===== config.mk =====
export PLATFORM = sky130hd
export DESIGN_NAME = tile_layer_top
export DESIGN_NICKNAME = d
export VERILOG_FILES = /design/src/logic/tile_pkg.sv /design/src/logic/tile_addr_gen.sv /design/src/logic/tile_layer_top.sv /design/src/logic/tile_reg_bank.sv /design/src/logic/tile_reg_decoder.sv
export VERILOG_INCLUDE_DIRS = /design/src /design/src/logic
export SDC_FILE = /design/constraint.sdc
export NUM_CORES = 1
export LEC_CHECK = 0
export ABC_CLOCK_PERIOD_IN_PS = 9200
export BUFFER_PORTS_ARGS = -buffer_cell sky130_fd_sc_hd__buf_2
export CAP_MARGIN = 0
export CORE_MARGIN = 5
export CORE_UTILIZATION = 35
export CTS_CLUSTER_DIAMETER = 120
export CTS_CLUSTER_SIZE = 12
export DETAILED_ROUTE_END_ITERATION = 10
export RECOVER_POWER = 25
export SLEW_MARGIN = 10
export SYNTH_ARGS = -nofsm -noshare
export SYNTH_HDL_FRONTEND = slang
export SYNTH_SLANG_ARGS = --single-unit

===== constraint.sdc =====
create_clock -name clk -period 9.2 [get_ports clk]
set_input_delay 0.46 -clock clk [delete_from_list [all_inputs] [get_ports clk]]
set_output_delay 0.46 -clock clk [all_outputs]
set_load 0.02 [all_outputs]

===== src/logic/tile_defs.svh =====
// ~~~~~~~~~~~~~~~~~~~~~~~~~~~~~~~~~~~~~~~~
// Sizes, register indices and bit positions of the tile layers
// Register index 7 is reserved and always reads zero
// Pixel positions assume tiles of at most 64 pixels per side
// ~~~~~~~~~~~~~~~~~~~~~~~~~~~~~~~~~~~~~~~~
`ifndef TILE_DEFS_SVH
`define TILE_DEFS_SVH

`define NUM_TILE_LAYERS      4
`define NUM_TILE_REGISTERS   8
`define REG_DATA_WIDTH       16

`define TILE_CTRL0           0
`define TILE_CTRL1           1
`define TILE_DATA_OFFSET     2
`define TILE_NOP_VALUE       3
`define TILE_COLOR_KEY       4
`define TILE_OFFSET_X        5
`define TILE_OFFSET_Y        6

// CTRL0 flag positions
`define TILE_LAYER_ENABLED   0
`define TILE_ENABLE_8_BIT    1
`define TILE_ENABLE_NOP      2
`define TILE_ENABLE_SCROLL   3
`define TILE_ENABLE_TRANSP   4
`define TILE_ENABLE_ALPHA    5
`define TILE_ENABLE_COLOR    6
`define TILE_ENABLE_WRAP_X   7
`define TILE_ENABLE_WRAP_Y   8
`define TILE_ENABLE_FLIP     9

// CTRL1 tile size fields
`define TILE_HSIZE_0         0
`define TILE_HSIZE_1         1
`define TILE_VSIZE_0         4
`define TILE_VSIZE_1         5

`define TILE_MAP_LOG2        5
`define SCREEN_COORD_WIDTH   10
`define TILE_PX_WIDTH        6

`endif


===== src/logic/tile_pkg.sv =====
// ~~~~~~~~~~~~~~~~~~~~~~~~~~~~~~~~~~~~~~~~
// Types shared by the tile layer setup path
// The CTRL0 flag order must follow the bit positions in tile_defs.svh
// ~~~~~~~~~~~~~~~~~~~~~~~~~~~~~~~~~~~~~~~~
`include "tile_defs.svh"

package tile_pkg;

  typedef logic [`REG_DATA_WIDTH-1:0]                   tile_word_t;
  typedef logic [$clog2(`NUM_TILE_LAYERS)-1:0]          tile_layer_t;
  typedef logic [$clog2(`NUM_TILE_REGISTERS)-1:0]       tile_reg_idx_t;
  typedef logic [`SCREEN_COORD_WIDTH-1:0]               tile_coord_t;
  typedef logic [`TILE_PX_WIDTH-1:0]                    tile_px_t;

  typedef struct packed {
    tile_layer_t   layer;
    tile_reg_idx_t index;
  } tile_reg_addr_t;

  // Listed from the top bit down so each flag lands on its CTRL0 position
  typedef struct packed {
    logic [`REG_DATA_WIDTH-`TILE_ENABLE_FLIP-2:0] rsvd;
    logic flip;
    logic wrap_y;
    logic wrap_x;
    logic color;
    logic alpha;
    logic transp;
    logic scroll;
    logic nop;
    logic en_8bit;
    logic enabled;
  } tile_ctrl0_flags_t;

  typedef union packed {
    tile_word_t        raw;
    tile_ctrl0_flags_t flags;
  } tile_ctrl0_u;

  // Tile side is 8 pixels shifted left by the enum value
  typedef enum logic [1:0] {
    TILE_SIZE_8  = 2'd0,
    TILE_SIZE_16 = 2'd1,
    TILE_SIZE_32 = 2'd2,
    TILE_SIZE_64 = 2'd3
  } tile_size_e;

  typedef struct packed {
    tile_ctrl0_u ctrl0;
    tile_word_t  ctrl1;
    tile_size_e  hsize;
    tile_size_e  vsize;
    tile_word_t  data_offset;
    tile_word_t  nop_value;
    tile_word_t  color_key;
    tile_word_t  offset_x;
    tile_word_t  offset_y;
  } tile_cfg_t;

  typedef struct packed {
    tile_layer_t layer;
    tile_coord_t x;
    tile_coord_t y;
  } tile_lookup_t;

  typedef struct packed {
    tile_layer_t layer;
    logic        hit;
    tile_word_t  map_addr;
    tile_px_t    px_x;
    tile_px_t    px_y;
    logic        en_8bit;
    logic        nop;
    logic        transp;
    logic        alpha;
    logic        color;
    tile_word_t  nop_value;
    tile_word_t  color_key;
  } tile_result_t;

  typedef logic [`NUM_TILE_LAYERS-1:0][`NUM_TILE_REGISTERS-1:0][`REG_DATA_WIDTH-1:0]
      tile_regs_t;

endpackage


===== src/logic/tile_addr_gen.sv =====
// ~~~~~~~~~~~~~~~~~~~~~~~~~~~~~~~~~~~~~~~~
// Turns a decoded lookup into a tile map address and in-tile position
// Scrolled coordinates and map_addr wrap at 16 bits
// A miss reports zero address and position
// ~~~~~~~~~~~~~~~~~~~~~~~~~~~~~~~~~~~~~~~~
`include "tile_defs.svh"

module tile_addr_gen
  import tile_pkg::*;
(
  input  logic         clk,
  input  logic         arst_n,
  input  logic         dec_valid,
  input  tile_lookup_t dec_pix,
  input  tile_cfg_t    cfg,
  output logic         res_valid,
  output tile_result_t res
);

  tile_word_t                  scr_x;
  tile_word_t                  scr_y;
  tile_word_t                  col_full;
  tile_word_t                  row_full;
  logic                        col_ok;
  logic                        row_ok;
  logic                        hit;
  logic [`TILE_PX_WIDTH:0]     tile_w;
  logic [`TILE_PX_WIDTH:0]     tile_h;
  tile_px_t                    mask_x;
  tile_px_t                    mask_y;
  tile_px_t                    in_x;
  tile_px_t                    in_y;
  logic [2*`TILE_MAP_LOG2-1:0] map_idx;
  tile_result_t                res_next;

  assign scr_x = cfg.ctrl0.flags.scroll ? tile_word_t'(dec_pix.x) + cfg.offset_x
                                        : tile_word_t'(dec_pix.x);
  assign scr_y = cfg.ctrl0.flags.scroll ? tile_word_t'(dec_pix.y) + cfg.offset_y
                                        : tile_word_t'(dec_pix.y);

  // Tile sides are powers of two, so division and modulo become shift and mask
  assign tile_w = 7'd8 << cfg.hsize;
  assign tile_h = 7'd8 << cfg.vsize;
  assign mask_x = tile_px_t'(tile_w - 7'd1);
  assign mask_y = tile_px_t'(tile_h - 7'd1);

  assign col_full = scr_x >> (3 + cfg.hsize);
  assign row_full = scr_y >> (3 + cfg.vsize);

  // Past the map edge is only legal when that axis wraps
  assign col_ok = cfg.ctrl0.flags.wrap_x || (col_full[`REG_DATA_WIDTH-1:`TILE_MAP_LOG2] == '0);
  assign row_ok = cfg.ctrl0.flags.wrap_y || (row_full[`REG_DATA_WIDTH-1:`TILE_MAP_LOG2] == '0);
  assign hit    = cfg.ctrl0.flags.enabled && col_ok && row_ok;

  // Row times map width plus column, with the low bits giving the modulo 32
  assign map_idx = {row_full[`TILE_MAP_LOG2-1:0], col_full[`TILE_MAP_LOG2-1:0]};

  assign in_x = scr_x[`TILE_PX_WIDTH-1:0] & mask_x;
  assign in_y = scr_y[`TILE_PX_WIDTH-1:0] & mask_y;

  always_comb begin
    res_next       = '0;
    res_next.layer = dec_pix.layer;
    res_next.hit   = hit;
    if (hit) begin
      res_next.map_addr = cfg.data_offset + tile_word_t'(map_idx);
      // Width minus one minus the position equals the mask minus it
      res_next.px_x     = cfg.ctrl0.flags.flip ? (mask_x - in_x) : in_x;
      res_next.px_y     = in_y;
    end
    // Fields the blend stage will need later
    res_next.en_8bit   = cfg.ctrl0.flags.en_8bit;
    res_next.nop       = cfg.ctrl0.flags.nop;
    res_next.transp    = cfg.ctrl0.flags.transp;
    res_next.alpha     = cfg.ctrl0.flags.alpha;
    res_next.color     = cfg.ctrl0.flags.color;
    res_next.nop_value = cfg.nop_value;
    res_next.color_key = cfg.color_key;
  end

  always_ff @(posedge clk or negedge arst_n) begin
    if (!arst_n) begin
      res_valid <= 1'b0;
    end else begin
      res_valid <= dec_valid;
    end
  end

  always_ff @(posedge clk) begin
    if (dec_valid) begin
      res <= res_next;
    end
  end

endmodule


===== src/logic/tile_layer_top.sv =====
// ~~~~~~~~~~~~~~~~~~~~~~~~~~~~~~~~~~~~~~~~
// Tile layer setup path top level
// Results arrive exactly two cycles after each pix_valid
// The consumer must take every result since nothing stalls
// ~~~~~~~~~~~~~~~~~~~~~~~~~~~~~~~~~~~~~~~~
`include "tile_defs.svh"

module tile_layer_top
  import tile_pkg::*;
(
  input  logic                       clk,
  input  logic                       arst_n,
  input  logic                       reg_wr,
  input  logic                       reg_rd,
  input  tile_reg_addr_t             reg_addr,
  input  logic [`REG_DATA_WIDTH-1:0] reg_wdata,
  input  logic                       pix_valid,
  input  tile_lookup_t               pix,
  output logic [`REG_DATA_WIDTH-1:0] reg_rdata,
  output logic                       reg_rvalid,
  output logic                       res_valid,
  output tile_result_t               res
);

  tile_regs_t   regs;
  logic         dec_valid;
  tile_lookup_t dec_pix;
  tile_cfg_t    cfg;

  tile_reg_bank u_reg_bank (
    .clk        (clk),
    .arst_n     (arst_n),
    .reg_wr     (reg_wr),
    .reg_rd     (reg_rd),
    .reg_addr   (reg_addr),
    .reg_wdata  (reg_wdata),
    .reg_rdata  (reg_rdata),
    .reg_rvalid (reg_rvalid),
    .regs       (regs)
  );

  // Stage 1 registers the lookup with its layer's fields
  tile_reg_decoder u_reg_decoder (
    .clk       (clk),
    .arst_n    (arst_n),
    .pix_valid (pix_valid),
    .pix       (pix),
    .regs      (regs),
    .dec_valid (dec_valid),
    .dec_pix   (dec_pix),
    .cfg       (cfg)
  );

  // Stage 2 registers the address result
  tile_addr_gen u_addr_gen (
    .clk       (clk),
    .arst_n    (arst_n),
    .dec_valid (dec_valid),
    .dec_pix   (dec_pix),
    .cfg       (cfg),
    .res_valid (res_valid),
    .res       (res)
  );

endmodule


===== src/logic/tile_reg_bank.sv =====
// ~~~~~~~~~~~~~~~~~~~~~~~~~~~~~~~~~~~~~~~~
// Register storage for all tile layers
// Writes land on the strobe edge and reads return one cycle later
// Writes to index 7 are dropped and reads of it return zero
// ~~~~~~~~~~~~~~~~~~~~~~~~~~~~~~~~~~~~~~~~
`include "tile_defs.svh"

module tile_reg_bank
  import tile_pkg::*;
(
  input  logic                       clk,
  input  logic                       arst_n,
  input  logic                       reg_wr,
  input  logic                       reg_rd,
  input  tile_reg_addr_t             reg_addr,
  input  logic [`REG_DATA_WIDTH-1:0] reg_wdata,
  output logic [`REG_DATA_WIDTH-1:0] reg_rdata,
  output logic                       reg_rvalid,
  output tile_regs_t                 regs
);

  tile_regs_t store;
  logic       addr_reserved;

  // Everything above the last defined index is reserved
  assign addr_reserved = (reg_addr.index > tile_reg_idx_t'(`TILE_OFFSET_Y));

  always_ff @(posedge clk or negedge arst_n) begin
    if (!arst_n) begin
      store <= '0;
    end else if (reg_wr && !addr_reserved) begin
      store[reg_addr.layer][reg_addr.index] <= reg_wdata;
    end
  end

  always_ff @(posedge clk or negedge arst_n) begin
    if (!arst_n) begin
      reg_rvalid <= 1'b0;
    end else begin
      reg_rvalid <= reg_rd;
    end
  end

  // Read data holds its value between reads
  always_ff @(posedge clk) begin
    if (reg_rd) begin
      if (addr_reserved) begin
        reg_rdata <= '0;
      end else begin
        reg_rdata <= store[reg_addr.layer][reg_addr.index];
      end
    end
  end

  // The decoder sees the words as they stand before this edge's write
  assign regs = store;

endmodule


===== src/logic/tile_reg_decoder.sv =====
// ~~~~~~~~~~~~~~~~~~~~~~~~~~~~~~~~~~~~~~~~
// Selects the looked-up layer and splits its words into fields
// Output is registered so results trail pix_valid by one cycle
// No back-pressure and a new lookup may come every cycle
// ~~~~~~~~~~~~~~~~~~~~~~~~~~~~~~~~~~~~~~~~
`include "tile_defs.svh"

module tile_reg_decoder
  import tile_pkg::*;
(
  input  logic         clk,
  input  logic         arst_n,
  input  logic         pix_valid,
  input  tile_lookup_t pix,
  input  tile_regs_t   regs,
  output logic         dec_valid,
  output tile_lookup_t dec_pix,
  output tile_cfg_t    cfg
);

  logic [`NUM_TILE_REGISTERS-1:0][`REG_DATA_WIDTH-1:0] layer_regs;
  tile_cfg_t                                           cfg_next;

  assign layer_regs = regs[pix.layer];

  always_comb begin
    // The flag view of ctrl0 comes for free through the union
    cfg_next.ctrl0.raw   = layer_regs[`TILE_CTRL0];
    cfg_next.ctrl1       = layer_regs[`TILE_CTRL1];
    cfg_next.hsize       = tile_size_e'(layer_regs[`TILE_CTRL1][`TILE_HSIZE_1:`TILE_HSIZE_0]);
    cfg_next.vsize       = tile_size_e'(layer_regs[`TILE_CTRL1][`TILE_VSIZE_1:`TILE_VSIZE_0]);
    cfg_next.data_offset = layer_regs[`TILE_DATA_OFFSET];
    cfg_next.nop_value   = layer_regs[`TILE_NOP_VALUE];
    cfg_next.color_key   = layer_regs[`TILE_COLOR_KEY];
    cfg_next.offset_x    = layer_regs[`TILE_OFFSET_X];
    cfg_next.offset_y    = layer_regs[`TILE_OFFSET_Y];
  end

  always_ff @(posedge clk or negedge arst_n) begin
    if (!arst_n) begin
      dec_valid <= 1'b0;
    end else begin
      dec_valid <= pix_valid;
    end
  end

  // Payload only moves when a lookup is present
  always_ff @(posedge clk) begin
    if (pix_valid) begin
      dec_pix <= pix;
      cfg     <= cfg_next;
    end
  end

endmodule


==> results.txt <==
P_leak -> 14.1 nW
detailed placement HPWL -> 55100 um
final setup fails -> 0
# fillers -> 8000
DR pass1 iterations -> 5
crit-path cells -> clkbuf_1, clkbuf_1
Switching Fraction -> 28.0%
hold path endpoint -> u_reg_decoder.dec_pix[10]$_DFFE_PP_
GRT Total Usage -> 17.5%
most common cell after layout, fill and taps aside -> mux2_2
Int Pwr -> 5.60 mW
max-capacitance violation count -> 5
predominant post-synthesis flop cell -> dfrtp_1
Arrival @ worst endpoint -> 5.96 ns
CTS root buf -> clkbuf_16
H-tree levels -> 2
core area -> 88200 um^2
reg2reg setup slack -> 4.40 ns
routed wire length -> 84000 um
layout cell share with drive strength beyond 1 -> 40.5%
yosys warns -> 0
Via density -> 5.61
hold buffer count at CTS -> 20
min-delay src -> pix[10]
post-CTS sizing -> 0
clock period minus worst slack -> 5.83 ns
average wire per standard cell -> 25.8 um
status -> complete, but fails checks
Final Net Count -> 2129
ANT nets after route -> 0
Req. time, crit path -> 9.33 ns
Final Cell Area -> 34600 um^2
Post-Syn Nets -> 2043
commonest non-fill, non-tap cells in the layout -> mux2_2, dfrtp_1, mux4_2
delay-heaviest family, CP -> buffers and inverters
I/O Buffers -> 133
setup slack after layout -> 3.37 ns
PD cells -> 225 nW/um^2
RePlAce Congestion -> 0.857
slowest CP cell -> clkbuf_1
Mapped Avg Cell Area -> 15.8 um^2
placed inst area -> 32900 um^2
Place WS -> 4.42 ns
pin count of the biggest net entering global routing -> 174
clock-pin slew on the worst setup and hold paths -> 0.06 ns
Seq pwr share -> 49.7%
first-pass GRT wire length -> 127000 um
later-pin clock latency in the skew report -> 0.63 ns
placement row count -> 109
sequential-to-total area share from yosys stat -> 55.6%
CTS Sinks -> 651
Max-Slew Margin vs Limit -> -196%
Inserted Clock Buffers -> 60
clock buffer depth -> 3
initial antenna violation count -> 9
setup repair bufs after CTS -> 0
CP Class -> in2reg
DIE WIDTH -> 308 um
CP Depth -> 2
CP bufs+invs -> 2
Crit path top cell by count -> clkbuf_1
I/O pin count -> 134
detailed router's first-iteration violation count -> 1529
net load switching power -> 2.18 mW
FF-to-FF Start -> u_reg_decoder.dec_pix[11]$_DFFE_PP_
critical path peak fanout -> 60
worst reg-to-reg path cell count -> 19
combinational share of power -> 20.7%
mapped cell area -> 31100 um^2
final slew viol count -> 265
initial core utilization -> 35.2%
asr flop ratio synth -> 69.3%
Fin Setup TNS -> 0 ns
Die Y -> 308 um
DRC viols -> 0
clock skew -> 0.0331 ns
WHS Path Cells -> 1
Critical Path Max Stage Delay -> 2.80 ns
total gr overflow -> 0
die footprint -> 94900 um^2
slew of the pin with the lowest slew margin -> 4.44 ns
Hold Crit Class -> in2reg
vias in the first global route -> 19.1k
r2r endpoint -> u_addr_gen.res[59]$_SDFFCE_PN0P_
Worst setup SP type -> input pin
endpoints failing hold -> 0
Via Count -> 18.2k
VDD IR max -> 145 uV
failing checks -> max-capacitance violations, max-slew violations
Post-synth EDFFs -> 200
crit share post-route -> 63.4%
Area Growth Syn to Fin -> 11.4%
Critical Path Sink Type -> flop
Fmax -> 171 MHz
synthesized instance count -> 1962
#FFs+latches synth -> 651
Final Util -> 39.3%
CTS tree -> yes
RSZ-0062 raised after global routing -> no
Unique masters post-synth -> 68
Clock power frac -> 29.6%
Total Power -> 7.78 mW
==> per-stage QoR <==
step                      std cells  hold slack, ns
after floorplan                1962           0.164
after global placement         3131           0.403
after detailed placement       3131           0.405
after CTS                      3251         0.00465
after global routing           3251          0.0530
final                          3252          0.0843
==> cells by family (layout without fill, tap and decap cells) <==
family	after synthesis	in the layout	synth area share [%]
multiplexers	710	710	33.2
XOR/XNOR	23	23	0.648
buffers and inverters	173	297	2.16
other	0	1	0
adder cells (fa/ha/maj)	33	33	1.40
AO/OA/AOI/OAI	173	173	3.84
flip-flops	651	651	55.6
AND/OR/NAND/NOR	199	199	3.13
==> cell type report <==
type	count	area (um^2)	area share (%)
tap	1165	1460	4.21
clock inverter	4	31.3	0.0903
inverter	19	71.3	0.206
sequential	651	17300	49.9
clock buffer	96	1660	4.79
timing repair buffer	178	980	2.83
multi-input combinational	1138	13100	38.0
antenna	1	2.50	0.00722
==> routing by layer <==
layer | GRT usage, % | vias up | part of all wire, %
met3 | 2.53 | 120 | 5.5
met5 | 0 | - | 0.032
met1 | 24.5 | 9858 | 43
met4 | 4.20 | 4 | 2.4
met2 | 29.2 | 516 | 49
li1 | - | 7740 | -
==> power groups by stage <==
stage	Clock [mW]	Sequential [mW]	Combinational, mW
2_1_floorplan	0	3.83	1.14
6_report	2.30	3.87	1.61
3_3_place_gp	0	3.86	1.59
4_1_cts	2.38	3.86	1.64
5_1_grt	2.48	3.93	1.74
3_5_place_dp	0	3.91	1.62
==> cell usage after synthesis, types with 3 or more instances <==
cell	count	area share [%]
nor3_1	9	0.14
a32oi_1	5	0.14
o221ai_1	10	0.28
a21oi_1	46	0.74
nand3b_1	3	0.072
xnor2_1	15	0.42
dfrtp_1	451	36
nand3_1	12	0.19
nor2_1	62	0.75
nand4_1	7	0.14
a211oi_1	10	0.24
or3_1	5	0.10
a31o_2	3	0.085
edfxtp_1	200	19
mux2i_1	37	1.2
fa_1	3	0.19
inv_1	18	0.22
o31a_1	3	0.085
a211o_1	4	0.11
o211ai_1	4	0.097
nand2b_1	3	0.060
o31ai_1	3	0.072
nor2b_1	12	0.24
o21a_1	9	0.22
nor4_1	3	0.060
a22o_1	6	0.17
mux4_2	211	15
buf_2	3	0.048
clkbuf_1	107	1.3
and2_1	4	0.080
nor2_4	7	0.25
buf_1	42	0.51
mux2_2	461	17
o21ai_0	35	0.56
a21o_1	12	0.29
nand2_1	58	0.70
xor2_1	8	0.23
ha_1	30	1.2
and3_1	4	0.080
==> flip-flops by register name (all words and copies together) (netlist names) <==
| name | count |
|---|---|
| u_addr_gen.res | 68 |
| u_addr_gen.res_valid | 1 |
| u_reg_bank.reg_rdata | 16 |
| u_reg_bank.reg_rvalid | 1 |
| u_reg_bank.regs | 448 |
| u_reg_decoder.cfg | 94 |
| u_reg_decoder.dec_pix | 22 |
| u_reg_decoder.dec_valid | 1 |
==> worst reg2reg max path: cells and delay by family, from the launching register on <==
family,cells,cell delay [ns]
compound gates,10,2.29
simple gates,2,0.15
mux,2,0.43
xor+xnor,2,0.24
fa+ha+maj,3,1.01
flops,1,0.43
==> worst max-delay path by stage <==
| stage | start | end | slack (ns) |
|---|---|---|---|
| floorplan | u_reg_decoder.dec_pix[10]$_DFFE_PP_ | u_addr_gen.res[63]$_SDFFCE_PN0P_ | 4.92 |
| global placement | u_reg_decoder.dec_pix[11]$_DFFE_PP_ | u_addr_gen.res[63]$_SDFFCE_PN0P_ | 4.51 |
| detailed placement | u_reg_decoder.dec_pix[11]$_DFFE_PP_ | u_addr_gen.res[59]$_SDFFCE_PN0P_ | 4.42 |
| CTS | u_reg_decoder.dec_pix[11]$_DFFE_PP_ | u_addr_gen.res[59]$_SDFFCE_PN0P_ | 4.41 |
| global route | arst_n | u_reg_bank.regs[335]$_DFFE_PN0P_ | 2.70 |
| finish | pix_valid | u_reg_decoder.cfg[28]$_DFFE_PP_ | 3.37 |
No activity file was read; power rests on OpenSTA's default activity.
